==> config.mk <==
export PLATFORM = sky130hd
export DESIGN_NAME = static_slave
export DESIGN_NICKNAME = d
export VERILOG_FILES = /design/src/cnfg_pkg.sv /design/src/static_slave.sv /design/src/cnfg_regfile.sv /design/src/axil_reg_port.sv /design/src/queue_stream.sv
export SDC_FILE = /design/constraint.sdc
export NUM_CORES = 1
export LEC_CHECK = 0
export BUFFER_PORTS_ARGS = -buffer_cell sky130_fd_sc_hd__clkbuf_2
export CORE_ASPECT_RATIO = 1.25
export CORE_MARGIN = 3
export CORE_UTILIZATION = 35
export DETAILED_ROUTE_END_ITERATION = 12
export REMOVE_ABC_BUFFERS = 1
export SYNTH_ARGS = -nofsm -noshare
export SYNTH_HDL_FRONTEND = slang
export SYNTH_SLANG_ARGS = --single-unit
export TNS_END_PERCENT = 10
==> constraint.sdc <==
create_clock -name aclk -period 4.42 [get_ports aclk]
set_input_delay 0.442 -clock aclk [delete_from_list [all_inputs] [get_ports aclk]]
set_output_delay 0.442 -clock aclk [all_outputs]
set_load 0.1 [all_outputs]
==> src/cnfg_pkg.sv <==
// Static configuration package
// Host bus widths, register map indices, build constants and the packed
// structs shared by the AXI4-Lite port, the register file and the PR queue

package cnfg_pkg;

  // ------------------------------------------------------------------------
  // Bus and map sizes
  // ------------------------------------------------------------------------
  localparam int AXIL_DATA_BITS = 64;
  localparam int N_REGS         = 14;
  localparam int ADDR_LSB       = $clog2(AXIL_DATA_BITS / 8);  // Byte offset
  localparam int ADDR_MSB       = $clog2(N_REGS);              // Register index
  localparam int AXIL_ADDR_BITS = ADDR_LSB + ADDR_MSB;
  localparam int PR_QUEUE_DEPTH = 4;

  // ------------------------------------------------------------------------
  // Register map
  // ------------------------------------------------------------------------
  localparam int PROBE_REG     = 0;   // RW
  localparam int N_CHAN_REG    = 1;   // RO
  localparam int N_REGIONS_REG = 2;   // RO
  localparam int CTRL_CNFG_REG = 3;   // RO
  localparam int MEM_CNFG_REG  = 4;   // RO
  localparam int PR_CNFG_REG   = 5;   // RO
  localparam int LOWSPEED_REG  = 7;   // RW, board pins
  localparam int PR_CTRL_REG   = 10;  // Self-clearing
  localparam int PR_STAT_REG   = 11;  // RO
  localparam int PR_ADDR_REG   = 12;  // RW
  localparam int PR_LEN_REG    = 13;  // RW, low word

  localparam int PR_START = 0;
  localparam int PR_CTL   = 1;
  localparam int PR_CLR   = 2;
  localparam int PR_DONE  = 0;
  localparam int PR_READY = 1;

  // Build constants
  localparam int         N_CHAN     = 3;
  localparam int         N_REGIONS  = 2;
  localparam logic       AVX_FLOW   = 1'b1;
  localparam logic       BPSS_FLOW  = 1'b0;
  localparam logic       DDR_FLOW   = 1'b1;
  localparam logic [4:0] N_DDR_CHAN = 5'd2;
  localparam logic       PR_FLOW    = 1'b1;

  // ------------------------------------------------------------------------
  // Shared structs
  // ------------------------------------------------------------------------
  typedef struct packed {
    logic [AXIL_ADDR_BITS-1:0]   awaddr;
    logic                        awvalid;
    logic [AXIL_DATA_BITS-1:0]   wdata;
    logic [AXIL_DATA_BITS/8-1:0] wstrb;
    logic                        wvalid;
    logic                        bready;
    logic [AXIL_ADDR_BITS-1:0]   araddr;
    logic                        arvalid;
    logic                        rready;
  } axil_req_t;

  typedef struct packed {
    logic                      awready;
    logic                      wready;
    logic [1:0]                bresp;
    logic                      bvalid;
    logic                      arready;
    logic [AXIL_DATA_BITS-1:0] rdata;
    logic [1:0]                rresp;
    logic                      rvalid;
  } axil_rsp_t;

  typedef struct packed {
    logic [ADDR_MSB-1:0]         idx;
    logic [AXIL_DATA_BITS-1:0]   data;
    logic [AXIL_DATA_BITS/8-1:0] strb;
  } reg_wr_t;

  typedef struct packed {
    logic        ctl;
    logic [63:0] paddr;
    logic [31:0] len;
  } dma_req_t;

endpackage
==> src/static_slave.sv <==
// Static configuration slave
// Host-facing register block of the shell. AXI4-Lite port in front of the
// register file, with PR descriptors queued toward the H2C DMA engine.

`timescale 1ns/1ps

module static_slave import cnfg_pkg::*; (
  input  logic      aclk,
  input  logic      aresetn,
  input  axil_req_t axi_req,      // Host control bus
  output axil_rsp_t axi_rsp,
  output logic [2:0] lowspeed_ctrl,
  output logic      dma_valid,    // PR descriptors
  input  logic      dma_ready,
  output dma_req_t  dma_req,
  input  logic      dma_done
);

  logic                      wr_en;
  reg_wr_t                   wr;
  logic                      rd_en;
  logic [ADDR_MSB-1:0]       rd_idx;
  logic [AXIL_DATA_BITS-1:0] rd_data;
  logic                      q_valid;
  logic                      q_ready;
  dma_req_t                  q_req;

  axil_reg_port u_port (
    .aclk, .aresetn, .axi_req, .axi_rsp,
    .wr_en, .wr, .rd_en, .rd_idx, .rd_data
  );

  cnfg_regfile u_regs (
    .aclk, .aresetn, .wr_en, .wr, .rd_en, .rd_idx, .rd_data,
    .lowspeed_ctrl, .q_valid, .q_req, .q_ready, .dma_done
  );

  // Descriptor queue toward the DMA engine
  queue_stream #(
    .QTYPE  (dma_req_t),
    .QDEPTH (PR_QUEUE_DEPTH)
  ) u_pr_queue (
    .aclk     (aclk),
    .aresetn  (aresetn),
    .val_snk  (q_valid),
    .rdy_snk  (q_ready),
    .data_snk (q_req),
    .val_src  (dma_valid),
    .rdy_src  (dma_ready),
    .data_src (dma_req)
  );

endmodule

==> src/cnfg_regfile.sv <==
// Configuration register file
// Holds the writable registers, returns build constants on read and runs
// the PR control path. A start write offers one DMA descriptor to the
// queue and a done pulse from the DMA engine sets a sticky status bit.

`timescale 1ns/1ps

module cnfg_regfile import cnfg_pkg::*; (
  input  logic                      aclk,
  input  logic                      aresetn,
  input  logic                      wr_en,
  input  reg_wr_t                   wr,
  input  logic                      rd_en,
  input  logic [ADDR_MSB-1:0]       rd_idx,
  output logic [AXIL_DATA_BITS-1:0] rd_data,
  output logic [2:0]                lowspeed_ctrl,
  output logic                      q_valid,
  output dma_req_t                  q_req,
  input  logic                      q_ready,
  input  logic                      dma_done
);

  logic [AXIL_DATA_BITS-1:0] probe;
  logic [AXIL_DATA_BITS-1:0] pr_addr;
  logic [31:0]               pr_len;
  logic [15:0]               pr_ctrl;
  logic [2:0]                lowspeed;
  logic                      done;
  logic [AXIL_DATA_BITS-1:0] ctrl_merged;
  logic [AXIL_DATA_BITS-1:0] len_merged;
  logic [AXIL_DATA_BITS-1:0] rd_mux;

  // Byte-enable merge of new data into an old value
  function automatic logic [AXIL_DATA_BITS-1:0] byte_merge(
    input logic [AXIL_DATA_BITS-1:0]   old_val,
    input logic [AXIL_DATA_BITS-1:0]   new_val,
    input logic [AXIL_DATA_BITS/8-1:0] strb
  );
    logic [AXIL_DATA_BITS-1:0] res;
    res = old_val;
    for (int i = 0; i < AXIL_DATA_BITS / 8; i++) begin
      if (strb[i]) begin
        res[i*8 +: 8] = new_val[i*8 +: 8];
      end
    end
    return res;
  endfunction

  // PR_CTRL starts from zero each write, PR_LEN keeps its low word only
  assign ctrl_merged = byte_merge('0, wr.data, wr.strb & 8'h03);
  assign len_merged  = byte_merge({32'b0, pr_len}, wr.data, wr.strb & 8'h0f);

  // --------------------------------------------------------------------------
  // Register storage
  // --------------------------------------------------------------------------
  always_ff @(posedge aclk or negedge aresetn) begin
    if (!aresetn) begin
      probe    <= '0;
      pr_addr  <= '0;
      pr_len   <= '0;
      pr_ctrl  <= '0;
      lowspeed <= 3'b111;   // Pins idle high
      done     <= 1'b0;
    end else begin
      pr_ctrl <= '0;        // Self-clearing after one cycle
      if (pr_ctrl[PR_CLR]) begin
        done <= 1'b0;       // Clear beats a same-cycle done
      end else if (dma_done) begin
        done <= 1'b1;
      end

      if (wr_en) begin
        case (wr.idx)
          PROBE_REG:    probe   <= byte_merge(probe, wr.data, wr.strb);
          PR_ADDR_REG:  pr_addr <= byte_merge(pr_addr, wr.data, wr.strb);
          PR_LEN_REG:   pr_len  <= len_merged[31:0];
          PR_CTRL_REG:  pr_ctrl <= ctrl_merged[15:0];
          LOWSPEED_REG: begin
            if (wr.strb[0]) begin
              lowspeed <= wr.data[2:0];
            end
          end
          default: ;        // Read-only or unmapped
        endcase
      end
    end
  end

  // --------------------------------------------------------------------------
  // Read path
  // --------------------------------------------------------------------------
  always_comb begin
    rd_mux = '0;
    case (rd_idx)
      PROBE_REG:     rd_mux = probe;
      N_CHAN_REG:    rd_mux = AXIL_DATA_BITS'(N_CHAN);
      N_REGIONS_REG: rd_mux = AXIL_DATA_BITS'(N_REGIONS);
      CTRL_CNFG_REG: rd_mux[1:0] = {BPSS_FLOW, AVX_FLOW};
      MEM_CNFG_REG:  rd_mux[5:0] = {N_DDR_CHAN, DDR_FLOW};
      PR_CNFG_REG:   rd_mux[0] = PR_FLOW;
      LOWSPEED_REG:  rd_mux[2:0] = lowspeed;
      PR_STAT_REG: begin
        rd_mux[PR_READY] = q_ready;
        rd_mux[PR_DONE]  = done;
      end
      PR_ADDR_REG:   rd_mux = pr_addr;
      PR_LEN_REG:    rd_mux[31:0] = pr_len;
      default: ;
    endcase
  end

  // Held until the next read so rdata stays put under back-pressure
  always_ff @(posedge aclk) begin
    if (rd_en) begin
      rd_data <= rd_mux;
    end
  end

  assign lowspeed_ctrl = lowspeed;

  // Descriptor offered for the single cycle the start bit is set
  assign q_valid     = pr_ctrl[PR_START];
  assign q_req.ctl   = pr_ctrl[PR_CTL];
  assign q_req.paddr = pr_addr;
  assign q_req.len   = pr_len;

endmodule

==> src/axil_reg_port.sv <==
// AXI4-Lite register port
// Accepts host writes and reads one at a time and hands them to the
// register file as single-cycle strobes. Write address and data must
// arrive together. Responses are always OKAY.

`timescale 1ns/1ps

module axil_reg_port import cnfg_pkg::*; (
  input  logic                      aclk,
  input  logic                      aresetn,
  input  axil_req_t                 axi_req,
  output axil_rsp_t                 axi_rsp,
  output logic                      wr_en,
  output reg_wr_t                   wr,
  output logic                      rd_en,
  output logic [ADDR_MSB-1:0]       rd_idx,
  input  logic [AXIL_DATA_BITS-1:0] rd_data
);

  logic                aw_en;      // Low while a write response is outstanding
  logic                wr_ready;   // Drives both awready and wready
  logic                b_valid;
  logic                ar_ready;
  logic                r_valid;
  logic [ADDR_MSB-1:0] ar_idx;
  logic                wr_accept;
  logic                ar_accept;

  // --------------------------------------------------------------------------
  // Write channel
  // --------------------------------------------------------------------------
  assign wr_accept = ~wr_ready && axi_req.awvalid && axi_req.wvalid && aw_en;

  always_ff @(posedge aclk or negedge aresetn) begin
    if (!aresetn) begin
      wr_ready <= 1'b0;
      aw_en    <= 1'b1;
    end else begin
      wr_ready <= wr_accept;  // One-cycle pulse
      if (wr_accept) begin
        aw_en <= 1'b0;
      end else if (axi_req.bready && b_valid) begin
        aw_en <= 1'b1;
      end
    end
  end

  // Write address and payload, captured on accept
  always_ff @(posedge aclk) begin
    if (wr_accept) begin
      wr.idx  <= axi_req.awaddr[ADDR_LSB +: ADDR_MSB];
      wr.data <= axi_req.wdata;
      wr.strb <= axi_req.wstrb;
    end
  end

  // Strobe to the register file while both channels handshake
  assign wr_en = wr_ready && axi_req.awvalid && axi_req.wvalid;

  always_ff @(posedge aclk or negedge aresetn) begin
    if (!aresetn) begin
      b_valid <= 1'b0;
    end else if (wr_en) begin
      b_valid <= 1'b1;
    end else if (axi_req.bready) begin
      b_valid <= 1'b0;
    end
  end

  // --------------------------------------------------------------------------
  // Read channel
  // --------------------------------------------------------------------------
  // No new read while the previous data still waits for rready
  assign ar_accept = ~ar_ready && axi_req.arvalid && ~r_valid;

  always_ff @(posedge aclk or negedge aresetn) begin
    if (!aresetn) begin
      ar_ready <= 1'b0;
    end else begin
      ar_ready <= ar_accept;
    end
  end

  always_ff @(posedge aclk) begin
    if (ar_accept) begin
      ar_idx <= axi_req.araddr[ADDR_LSB +: ADDR_MSB];
    end
  end

  assign rd_en  = ar_ready && axi_req.arvalid;
  assign rd_idx = ar_idx;

  // Data comes back registered, so rvalid follows rd_en by one edge
  always_ff @(posedge aclk or negedge aresetn) begin
    if (!aresetn) begin
      r_valid <= 1'b0;
    end else if (rd_en) begin
      r_valid <= 1'b1;
    end else if (axi_req.rready) begin
      r_valid <= 1'b0;
    end
  end

  // --------------------------------------------------------------------------
  // Response bundle
  // --------------------------------------------------------------------------
  assign axi_rsp.awready = wr_ready;
  assign axi_rsp.wready  = wr_ready;
  assign axi_rsp.bresp   = 2'b00;    // OKAY
  assign axi_rsp.bvalid  = b_valid;
  assign axi_rsp.arready = ar_ready;
  assign axi_rsp.rdata   = rd_data;
  assign axi_rsp.rresp   = 2'b00;
  assign axi_rsp.rvalid  = r_valid;

endmodule

==> src/queue_stream.sv <==
// Valid/ready stream FIFO
// Circular buffer with an occupancy count and a payload of any type.
// The sink side is ready while the buffer has room.

`timescale 1ns/1ps

module queue_stream #(
  parameter type QTYPE  = logic [31:0],
  parameter int  QDEPTH = 4
) (
  input  logic aclk,
  input  logic aresetn,
  input  logic val_snk,
  output logic rdy_snk,
  input  QTYPE data_snk,
  output logic val_src,
  input  logic rdy_src,
  output QTYPE data_src
);

  QTYPE                        mem [QDEPTH];
  logic [$clog2(QDEPTH)-1:0]   wr_ptr;
  logic [$clog2(QDEPTH)-1:0]   rd_ptr;
  logic [$clog2(QDEPTH+1)-1:0] count;
  logic                        push;
  logic                        pop;

  assign rdy_snk  = (count != QDEPTH);
  assign val_src  = (count != 0);
  assign data_src = mem[rd_ptr];   // Head entry
  assign push     = val_snk && rdy_snk;
  assign pop      = val_src && rdy_src;

  always_ff @(posedge aclk or negedge aresetn) begin
    if (!aresetn) begin
      wr_ptr <= '0;
      rd_ptr <= '0;
      count  <= '0;
    end else begin
      if (push) begin
        wr_ptr <= (wr_ptr == QDEPTH - 1) ? '0 : wr_ptr + 1'b1;
      end
      if (pop) begin
        rd_ptr <= (rd_ptr == QDEPTH - 1) ? '0 : rd_ptr + 1'b1;
      end
      case ({push, pop})
        2'b10:   count <= count + 1'b1;
        2'b01:   count <= count - 1'b1;
        default: ;   // Both or neither
      endcase
    end
  end

  always_ff @(posedge aclk) begin
    if (push) begin
      mem[wr_ptr] <= data_snk;
    end
  end

endmodule

=== Word-level counts from Yosys, hierarchy flattened ===
Memory sizes are Yosys's and may differ from the RTL's.
Index checks and enable logic that the tools add are counted.

* Register bits after elaboration: 323
* Latch bits: 0
* Bits in writable memories: 388
* ROM bits: 0
* Memories: 1

{| class="wikitable"
|+ Memory list
! memory !! words !! width !! read ports !! clocked after memory_dff !! wr ports !! line !! text
|-
| u_pr_queue.mem || 4 || 97 || 1 || 0 || 1 || queue_stream.sv:21 || <nowiki>QTYPE mem [QDEPTH];</nowiki>
|}

* Add/subtract/negate cells: 4
* Multipliers: 0
* Div/mod/pow operators: 0
* Order comparisons: 0
* Equality and inequality tests: 18
* Shift-type cells: 0
* Multiplexer cells: 22
* Bitwise gates (word level): 3
* Reductions and logical operators: 42

{| class="wikitable"
|+ Operators with widths
! operator !! count
|-
| $pmux 26 s3 || 1
|-
| $pmux 32 s2 || 1
|-
| $reduce_and 3->1 || 21
|-
| $eq 4x4->1 const B || 6
|-
| $eq 4x3->1 const B || 4
|-
| $pmux 1 s6 || 2
|-
| $logic_and 1x1->1 || 11
|-
| $mux 1 || 10
|-
| $reduce_bool 2->1 || 5
|-
| $mux 3 || 3
|-
| $pmux 3 s3 || 1
|-
| $eq 4x2->1 const B || 2
|-
| $logic_not 4->1 || 2
|-
| $eq 2x2->1 const B || 3
|-
| $pmux 3 s2 || 1
|-
| $pmux 1 s5 || 1
|-
| $add 2x1->2 const B || 2
|-
| $eq 4x1->1 const B || 1
|-
| $mux 2 || 2
|-
| $reduce_or 4->1 || 1
|-
| $add 3x1->3 const B || 1
|-
| $ne 3x3->1 const B || 1
|-
| $not 1->1 || 3
|-
| $reduce_bool 3->1 || 1
|-
| 3 further kinds || 3
|}

=== Longest topological paths before layout ===
Gate-level depths: netlist (run 1).

* Depth in word-level cells: 5
* Depth in mapped cells: 9
* Gate-level depth less buffers: 9

=== By module ===
From an unflattened synthesis (run 1), not the netlist that was laid out.

* Cells, all modules: 1292
* Area, all modules: 26880.8 um^2

{| class="wikitable"
|+ By module, submodules not included
! module !! instances !! cells an instance !! area an instance (um^2) !! seq. area each (um^2)
|-
| queue_stream || 1 || 547 || 14427.6 || 11826.3
|-
| cnfg_regfile || 1 || 576 || 9306.4 || 6104.6
|-
| axil_reg_port || 1 || 169 || 3146.8 || 2528.7
|}

=== Worst setup path after synthesis (run 1) ===
No wires, ideal clock.

* Path kind: flip-flop to flip-flop
* Start point: register u_pr_queue.count[2]
* End point: memory u_pr_queue.mem[0][0] (netlist name) (enable)
* Data arrival time: 2902 ps
* Data required time: 3953 ps
* Path slack: 1051 ps
* Stages on the path, launching flop included: 3
* Path buffers: 0
* Clock period less this slack: 3369 ps
* Path through: dfrtp_1 -> or3b_2 -> and3_1

* Longest elaborated chain between the ends: 4

{| class="wikitable"
|+ RTL lines
! element !! line !! text
|-
| from (decl) || queue_stream.sv:24 || <nowiki>logic [$clog2(QDEPTH+1)-1:0] count;</nowiki>
|-
| from (signal assigned) || queue_stream.sv:47 || <nowiki>2'b10: count <= count + 1'b1;</nowiki>
|-
| from (signal assigned) || queue_stream.sv:48 || <nowiki>2'b01: count <= count - 1'b1;</nowiki>
|-
| $ne 3x3->1 || queue_stream.sv:28 || <nowiki>assign rdy_snk = (count != QDEPTH);</nowiki>
|-
| $logic_and 1x1->1 || queue_stream.sv:31 || <nowiki>assign push = val_snk && rdy_snk;</nowiki>
|-
| $mux 1 || queue_stream.sv:55 || <nowiki>if (push) begin</nowiki>
|-
| $mux 1 (not written as such) || queue_stream.sv:56 || <nowiki>mem[wr_ptr] <= data_snk;</nowiki>
|-
| to (decl) || queue_stream.sv:21 ||
|}

Every way passes these cells.

==> impl_metrics.tcl, run 1 <==
set metrics [dict create \
    netlist.area_leader.share_pct 60.3 \
    grt_pass1_vias 14300 \
    power_frac_seq_pct 49.6 \
    rsz0062_at_grt "no" \
    dp.cells 2424 \
    drtPass1Iterations 8 \
    post-route-drc-count 0 \
    critPathLaunchType "flop" \
    grt-ovfl-total 0 \
    start_util_pct 35.4 \
    place_ws_ns 1.78 \
    grt_first_pass_wirelength_um 91300 \
    ys_seq_elements 711 \
    path_clk_slew_ns 0.06 \
    clock_power_share_pct 41.3 \
    critPathTopFamily "buffers and inverters" \
    dr_total_vias 13000 \
    cts_resized 0 \
    cp_slowest_stage_delay_ns 0.67 \
    vdd.ir_drop.worst_v 0.000327 \
    nets 1705 \
    setup_viol 0 \
    stdcell_count 2630 \
    syn_area_per_cell_um2 21.4 \
    num_rows 112 \
    path_cells "buf_12 -> mux4_2 -> clkbuf_2" \
    synth_cells 1237 \
    comb_power_share_pct 9.1 \
    cts_tree "yes" \
    intPower_uw 11300 \
    setup_ws_ns 1.21 \
    slowest_stage "dfrtp_4" \
    synthFlopType "edfxtp_1" \
    synth_edf_count 532 \
    skew_ns 0.0216 \
    hold_viol 0 \
    die_w_um 252 \
    final_common_cell "edfxtp_1" \
    slew_violations 0 \
    dieArea_um2 79000 \
    cp_num_buf_inv 2 \
    tightestPinTransition_ns 1.08 \
    antenna_left 0 \
    status "finished clean" \
    drive_gt1_share_pct 41.6 \
    clock_latency_ns 0.60 \
    swShare_pct 23.6 \
    drt-initial-drc-count 714 \
    htree_levels 3 \
    power_density_nw_per_um2 461 \
    hold_class "in2reg" \
    avgRoutedWirePerCell_um 23.3 \
    netlist_area_um2 26500 \
    layout_min_cycle_time_ns 3.21 \
    cts_setup_buffers 0 \
    grt_max_degree 87 \
    relSlewSlack_pct 28.2 \
    hold_buffers 73 \
    hold_ws_ns 0.0488 \
    routed_wirelength_um 61400 \
    ios 269 \
    yosysSeqAreaShare_pct 77.2 \
    cp.required_ns 3.98 \
    criticalPathCategory "reg2out" \
    p_leak_uw 0.0113 \
    synthDistinctLibCells 60 \
    fmax_ghz 0.312 \
    place_area_um2 29000 \
    fin_crit_sh_pct 72.5 \
    grt_usage_pct 15.6 \
    cts_root_buffer "clkbuf_16" \
    cts_buffer_depth 3 \
    clock-sinks 711 \
    endpoint_kind "output pin" \
    power_uw 14800 \
    place.gp.congestion 0.750 \
    die_y_um 314 \
    synthArstFlopShare_pct 25.2 \
    final_cell_mix "edfxtp_1, clkbuf_2, dfrtp_1, mux2_2, mux4_2" \
    synth_warnings 0 \
    fillers 6555 \
    synth.area.top_cells "edfxtp_1, dfrtp_1, mux4_2" \
    core-area_um2 74800 \
    io_buffers 258 \
    cts_made_buffers 73 \
    cap_violations 0 \
    worstPathMaxFanout 46 \
    fin_area_um2 32100 \
    yosysTopAreaCell "edfxtp_1" \
    antenna_found_initial 0 \
    areaGrowthSynthToFinish_pct 21.1 \
    worstPathArrival_ns 2.76 \
    vias_per_cell 4.96 \
    power_switching_uw 3490 \
    dp_hpwl_um 36800 \
]
sequential cells by signal, indices dropped and copies added (netlist names):
register	flops
u_regs.pr_addr	64
u_regs.rd_data	64
u_port.wr_ready	1
u_pr_queue.wr_ptr	2
u_regs.pr_len	32
u_regs.lowspeed_ctrl	3
u_regs.done	1
u_port.ar_ready	1
u_port.aw_en	1
u_pr_queue.mem	388
u_port.r_valid	1
u_port.wr	76
u_regs.probe	64
u_pr_queue.count	3
u_port.rd_idx	4
u_port.b_valid	1
u_regs.pr_ctrl	3
u_pr_queue.rd_ptr	2
Yosys cell counts (2+ instances only):
cell,instances
a21oi_1,2
a222oi_1,29
a22o_1,32
and2_1,5
and3_1,6
and3_2,8
and4b_1,2
buf_2,23
buf_4,10
buf_6,9
clkbuf_1,21
dfrtp_1,175
dfstp_2,4
edfxtp_1,532
ha_1,6
inv_1,39
mux2_1,5
mux2_2,162
mux4_2,97
nand2_1,4
nand3_1,2
nand4_4,4
nand4b_1,3
nor2_1,8
nor2_2,3
nor2_4,5
nor2_8,4
nor3b_1,3
o21ai_0,2
xor2_1,2
path summary, 6_finish.rpt:
kind / startpoint / end / slack (ns) / cells after the start
setup / recovery: u_pr_queue.rd_ptr[0]$_DFFE_PN0P_ / dma_req[52] / 1.21 / 3
hold / removal: axi_req[39] / u_port.wr[28]$_DFFE_PP_ / 0.05 / 1
setup reg to reg: u_pr_queue.count[0]$_DFFE_PN0P_ / u_pr_queue.count[2]$_DFFE_PN0P_ / 2.05 / 9
hold reg to reg: u_regs.pr_ctrl[2]$_DFF_PN0_ / u_regs.done$_DFFE_PN0P_ / 0.42 / 1
max in group asynchronous: aresetn / u_regs.pr_addr[37]$_DFFE_PN0P_ / 3.00 / 3
min in group asynchronous: aresetn / u_regs.pr_addr[10]$_DFFE_PN0P_ / 0.37 / 2
cell type report:
cell class              count  area, um2  share of cell area (%)
diodes                      1       2.50                 0.00780
well taps                 969       1210                    3.78
clock inverters            30        269                   0.839
multi-input cells         426       5560                    17.3
repair buffers            352       2300                    7.17
clock buffers             102       2120                    6.61
inverters                  39        146                   0.456
flip-flops and latches    711      20500                    63.8
cell families (layout without fill, tap and decap cells):
kind of cell	Yosys count	count (layout)	synth area share, %
buffers and inverters	103	523	1.97
multiplexers	265	265	15.4
AO/OA/AOI/OAI	75	75	2.54
AND/OR/NAND/NOR	72	72	2.39
other	1	5	0.0142
XOR/XNOR	3	3	0.0992
adder cells (fa/ha/maj)	7	7	0.359
flip-flops	711	711	77.2
routing by layer:
| metal | track usage [%] | part of all wire (%) | wire (um) |
|---|---|---|---|
| met1 | 19.5 | 41 | 24900 |
| met2 | 27.5 | 52 | 31900 |
| met3 | 3.09 | 4.9 | 3000 |
| met4 | 5.02 | 2.5 | 1520 |
| met5 | 0 | 0 | 0 |
worst register-to-register path, stage by stage (launching register included):
cell and delay (ns):
dfrtp_1 0.42, or3b_2 0.56, and2_1 0.23, inv_1 0.06, ha_1 0.17, inv_1 0.06
fa_1 0.37, xor2_1 0.15, nor2_1 0.11, xor2_1 0.16
per-stage QoR:
| step | util [%] | TNS [ns] |
|---|---|---|
| 3_3_place_gp | 38.7 | 0 |
| 4_1_cts | 42.9 | 0 |
| 3_5_place_dp | 38.7 | 0 |
| 5_1_grt | 42.9 | 0 |
| 6_report | 42.9 | 0 |
| 2_1_floorplan | - | -153.70 |
power groups by stage:
stage	logic, uW	registers (uW)	clock network (uW)
after floorplan	554	7820	0
after global placement	1350	7490	0
after detailed placement	1350	7490	0
after CTS	1410	7350	6300
after global routing	1460	7360	6550
final	1350	7340	6110
Power figures use the tool's default switching activity.
==> inputs of run 2 (changes only) <==
Clock period 4.42 ns to 3.25 ns, I/O delays scaled along.
==> impl_metrics.tcl, run 2 (synthesis results as in run 1) <==
set metrics [dict create \
    worstPathArrival_ns 2.64 \
    dr_total_vias 13100 \
    final_common_cell "edfxtp_1" \
    grt_pass1_vias 14300 \
    largest_reg_flops 388 \
    grt-ovfl-total 0 \
    vias_per_cell 4.93 \
    dieArea_um2 79000 \
    antenna_left 0 \
    cts_made_buffers 73 \
    swShare_pct 22.9 \
    power_frac_seq_pct 47.9 \
    cts_tree "yes" \
    core-area_um2 74800 \
    endpoint_kind "output pin" \
    cap_violations 0 \
    intPower_uw 16000 \
    place.gp.congestion 0.749 \
    antenna_found_initial 3 \
    cts_root_buffer "clkbuf_16" \
    final_cell_mix "edfxtp_1, clkbuf_2, dfrtp_1, mux2_2, mux4_2" \
    cp.required_ns 2.92 \
    fin_crit_sh_pct 91.3 \
    dp_hpwl_um 37700 \
    layout_min_cycle_time_ns 2.97 \
    nets 1727 \
    drt-initial-drc-count 714 \
    worstPathMaxFanout 21 \
    hold_class "in2reg" \
    clock_latency_ns 0.60 \
    tightestPinTransition_ns 0.978 \
    criticalPathCategory "reg2out" \
    fillers 6477 \
    status "finished clean" \
    largest_registers "u_pr_queue.mem: 388 flops, u_port.wr: 76 flops" \
    post-route-drc-count 0 \
    relSlewSlack_pct 34.8 \
    areaGrowthSynthToFinish_pct 22.6 \
    hold_viol 0 \
    grt_first_pass_wirelength_um 91500 \
    drtPass1Iterations 7 \
    clock-sinks 711 \
    setup_viol 0 \
    path_clk_slew_ns 0.06 \
    routed_wirelength_um 61300 \
    clock_power_share_pct 42.6 \
    p_leak_uw 0.0115 \
    die_w_um 252 \
    hold_ws_ns 0.0854 \
    rsz0062_at_grt "no" \
    largest-register "u_pr_queue.mem" \
    power_density_nw_per_um2 638 \
    cts_buffer_depth 3 \
    htree_levels 3 \
    fmax_ghz 0.337 \
    avgRoutedWirePerCell_um 23.1 \
    num_rows 112 \
    die_y_um 314 \
    slew_violations 0 \
    power_uw 20700 \
    io_buffers 258 \
    comb_power_share_pct 9.4 \
    skew_ns 0.0162 \
    power_switching_uw 4750 \
    vdd.ir_drop.worst_v 0.000376 \
    critPathLaunchType "flop" \
    ios 269 \
    drive_gt1_share_pct 41.8 \
    grt_max_degree 78 \
    start_util_pct 35.4 \
    cts_setup_buffers 0 \
    grt_usage_pct 15.6 \
]
[run 2: cell types whose count changed in the layout (fill, tap and decap cells not counted), sizes merged]
cell         before  now
clkinvlp          2    5
buf              21   32
bufinv            4   13
clkinv           20   24
dlygate4sd3      73   84
clkbuf          360  348
inv              43   40
diode             1    3
[run 2: power by group through the flow]
stage                     combinational [uW]  clock, uW  sequential, uW
after detailed placement                1950          0           10100
after global routing                    2110       9440            9950
final                                   1960       8830            9930
after global placement                  1930          0           10100
after CTS                               2030       9080            9940
after floorplan                          727          0           10600
[run 2: worst paths after layout]
kind,slack [ns],from,cells past startpoint,to
max,0.28,u_pr_queue.rd_ptr[0]$_DFFE_PN0P_,3,dma_req[33]
min,0.09,axi_req[1],2,u_port.ar_ready$_DFF_PN0_
max reg2reg,0.80,u_pr_queue.count[2]$_DFFE_PN0P_,3,u_pr_queue.mem[0][65]$_DFFE_PP_
min reg2reg,0.40,u_regs.pr_ctrl[2]$_DFF_PN0_,1,u_regs.done$_DFFE_PN0P_
max in group asynchronous,1.92,aresetn,3,u_regs.lowspeed_ctrl[2]$_DFFE_PN1P_
min in group asynchronous,0.33,aresetn,2,u_regs.pr_addr[10]$_DFFE_PN0P_
[run 2: area by class of cell]
cell class                      count  area (um2)  area share, %
Multi-Input combinational cell    426        5560           17.1
Timing Repair Buffer              374        2520           7.76
Sequential cell                   711       20500           63.0
Antenna cell                        3        7.51         0.0231
Inverter                           39         146          0.451
Clock inverter                     43         567           1.75
Clock buffer                       90        1990           6.14
Tap cell                          969        1210           3.73
[run 2: critical path, stage by stage (launching register included)]
cell and delay, ns:
dfrtp_4 0.58, buf_4 0.45, mux4_2 0.61, clkbuf_2 0.40
[run 2: metal layers]
layer	vias to the layer above	wire, um	GRT usage, %
li1	5763	-	-
met1	6867	24800	19.4
met2	355	31800	27.3
met3	95	3100	3.24
met4	2	1650	5.26
met5	-	13	0
[run 2: repair_timing]
item | in CTS | in global routing
hold buffers | 84 | 0
gates resized for setup | 0 | 0
hold endpoints to repair | 155 | 0
[run 2: per-stage QoR]
step | util, % | instances | cell area (um2) | worst slack (ns) | setup TNS (ns)
after detailed placement | 38.8 | 2435 | 29100 | 0.759 | 0
final | 43.4 | 2655 | 32500 | 0.283 | 0
after global placement | 38.8 | 2435 | 29100 | 0.740 | 0
after floorplan | - | 1176 | 26100 | -2.56 | -377.07
after CTS | 43.4 | 2652 | 32500 | 0.145 | 0
after global routing | 43.4 | 2652 | 32500 | 0.110 | 0
==> inputs of run 3 (changes only) <==
==> constraint.sdc (replaced) <==
create_clock -name aclk -period 3.25 [get_ports aclk]
set_input_delay 0.4875 -clock aclk [delete_from_list [all_inputs] [get_ports aclk]]
set_output_delay 0.4875 -clock aclk [all_outputs]
set_load 0.1 [all_outputs]
==> impl_metrics.tcl, run 3 (synthesis results as in run 1) <==
set metrics [dict create \
    routed_wirelength_um 61400 \
    cts_tree "yes" \
    cts_buffer_depth 3 \
    cts_resized 0 \
    clock-sinks 711 \
    reg2regPathDepth 9 \
    areaGrowthSynthToFinish_pct 20.1 \
    min_to "u_port.wr[66]$_DFFE_PP_" \
    p_leak_uw 0.0112 \
    final_cell_mix "edfxtp_1, clkbuf_2, dfrtp_1, mux2_2, mux4_2" \
    power_frac_seq_pct 48.6 \
    nets 1664 \
    hold_class "in2reg" \
    die_w_um 252 \
    layout_min_cycle_time_ns 2.98 \
    dieArea_um2 79000 \
    grt_first_pass_wirelength_um 91500 \
    fmax_ghz 0.335 \
    dr_total_vias 12900 \
    grt_usage_pct 15.7 \
    highest_layer "met5" \
    ios 269 \
    power_uw 20400 \
    r2r_start "u_pr_queue.count[0]$_DFFE_PN0P_" \
    met2_wirelength_um 32000 \
    htree_levels 3 \
    rsz0062_at_grt "no" \
    swShare_pct 23.6 \
    wl_met1_um 24800 \
    io_buffers 258 \
    met3_length_um 3430 \
    path_clk_slew_ns 0.06 \
    slew_violations 0 \
    worstPathMaxFanout 27 \
    drive_gt1_share_pct 43.4 \
    power_switching_uw 4830 \
    cts_made_buffers 73 \
    dp_hpwl_um 37400 \
    intPower_uw 15600 \
    avgRoutedWirePerCell_um 23.7 \
    setup_viol 0 \
    place_ws_ns 0.514 \
    power_density_nw_per_um2 642 \
    utilization_pct 42.5 \
    relSlewSlack_pct 34.1 \
    largest-register "u_pr_queue.mem" \
    reg2reg_slack_ns 0.86 \
    final_common_cell "edfxtp_1" \
    setup_ws_ns 0.268 \
    grt_max_degree 71 \
    antenna_found_initial 4 \
    start_util_pct 35.4 \
    clock_power_share_pct 41.8 \
    vdd.ir_drop.worst_v 0.000437 \
    r2r-end "u_pr_queue.count[2]$_DFFE_PN0P_" \
    drt-initial-drc-count 739 \
    num_rows 112 \
    cap_violations 0 \
    die_y_um 314 \
    place_area_um2 29100 \
    core-area_um2 74800 \
    antenna_left 0 \
    fillers 6575 \
    cts_root_buffer "clkbuf_16" \
    fin_crit_sh_pct 91.8 \
    grt-ovfl-total 0 \
    post-route-drc-count 0 \
    drtPass1Iterations 6 \
    status "finished clean" \
    worstPathArrival_ns 2.49 \
    fin_area_um2 31800 \
    endpoint_kind "output pin" \
    criticalPathCategory "reg2out" \
    critPathLaunchType "flop" \
    vias_per_cell 4.99 \
    clock_latency_ns 0.61 \
    hold_viol 0 \
    place.gp.congestion 0.734 \
    tightestPinTransition_ns 0.988 \
    largest_registers "u_pr_queue.mem: 388 flops, u_port.wr: 76 flops" \
    cp.required_ns 2.76 \
    grt_pass1_vias 14000 \
    min_from "axi_req[77]" \
    skew_ns 0.0191 \
    largest_reg_flops 388 \
    comb_power_share_pct 9.6 \
    min_path_cells 1 \
]
[run 3: power groups by stage]
stage	registers [uW]	logic, uW	clock network (uW)
floorplan	10600	727	0
global placement	10200	1840	0
detailed placement	10200	1860	0
CTS	9930	2040	8800
global route	9940	2110	9180
finish	9930	1960	8550
[run 3: timing repair]
| item | 4_1_cts | 5_1_grt |
|---|---|---|
| setup buffers | 4 | 0 |
| endpoints found under the setup margin | 76 | 0 |
| hold endpoints to repair | 85 | 0 |
| hold buffers | 21 | 0 |
[run 3: layout make-up]
cell class	instances	area (um2)	share of cell area, %
antenna	2	5.00	0.0157
multi-input combinational	426	5560	17.5
inverter	39	146	0.460
sequential	711	20500	64.3
timing repair buffer	311	1960	6.15
clock inverter	35	443	1.39
clock buffer	100	2030	6.38
tap	969	1210	3.81
[run 3: per-stage QoR]
step / instances / setup TNS (ns) / hold WS [ns]
floorplan: 1176 / -392.83 / 0.192
CTS: 2591 / 0 / 0.000293
global placement: 2431 / 0 / 0.393
finish: 2593 / 0 / 0.0537
detailed placement: 2431 / 0 / 0.390
global route: 2591 / 0 / 0.00741
[run 3: worst max path at each step]
stage	cells past startpoint	slack, ns	from	end
floorplan	3	-2.56	u_port.rd_idx[0]$_DFFE_PP_	u_regs.rd_data[1]$_DFFE_PP_
CTS	3	0.16	u_pr_queue.rd_ptr[0]$_DFFE_PN0P_	dma_req[65]
global placement	3	0.52	u_pr_queue.rd_ptr[0]$_DFFE_PN0P_	dma_req[1]
detailed placement	3	0.51	u_pr_queue.rd_ptr[0]$_DFFE_PN0P_	dma_req[1]
finish	3	0.27	u_pr_queue.rd_ptr[0]$_DFFE_PN0P_	dma_req[66]
global route	3	0.15	u_pr_queue.rd_ptr[0]$_DFFE_PN0P_	dma_req[65]
[run 3: critical path, cell delays in order (launching register included)]
cell      delay [ns]
dfrtp_4         0.55
buf_12          0.30
mux4_2          0.59
clkbuf_2        0.40
[run 3: layer usage]
layer | track usage [%] | up-vias
li1 | - | 5657
met1 | 19.5 | 6841
met2 | 27.7 | 350
met3 | 3.43 | 80
met4 | 4.55 | 4
met5 | 0 | -
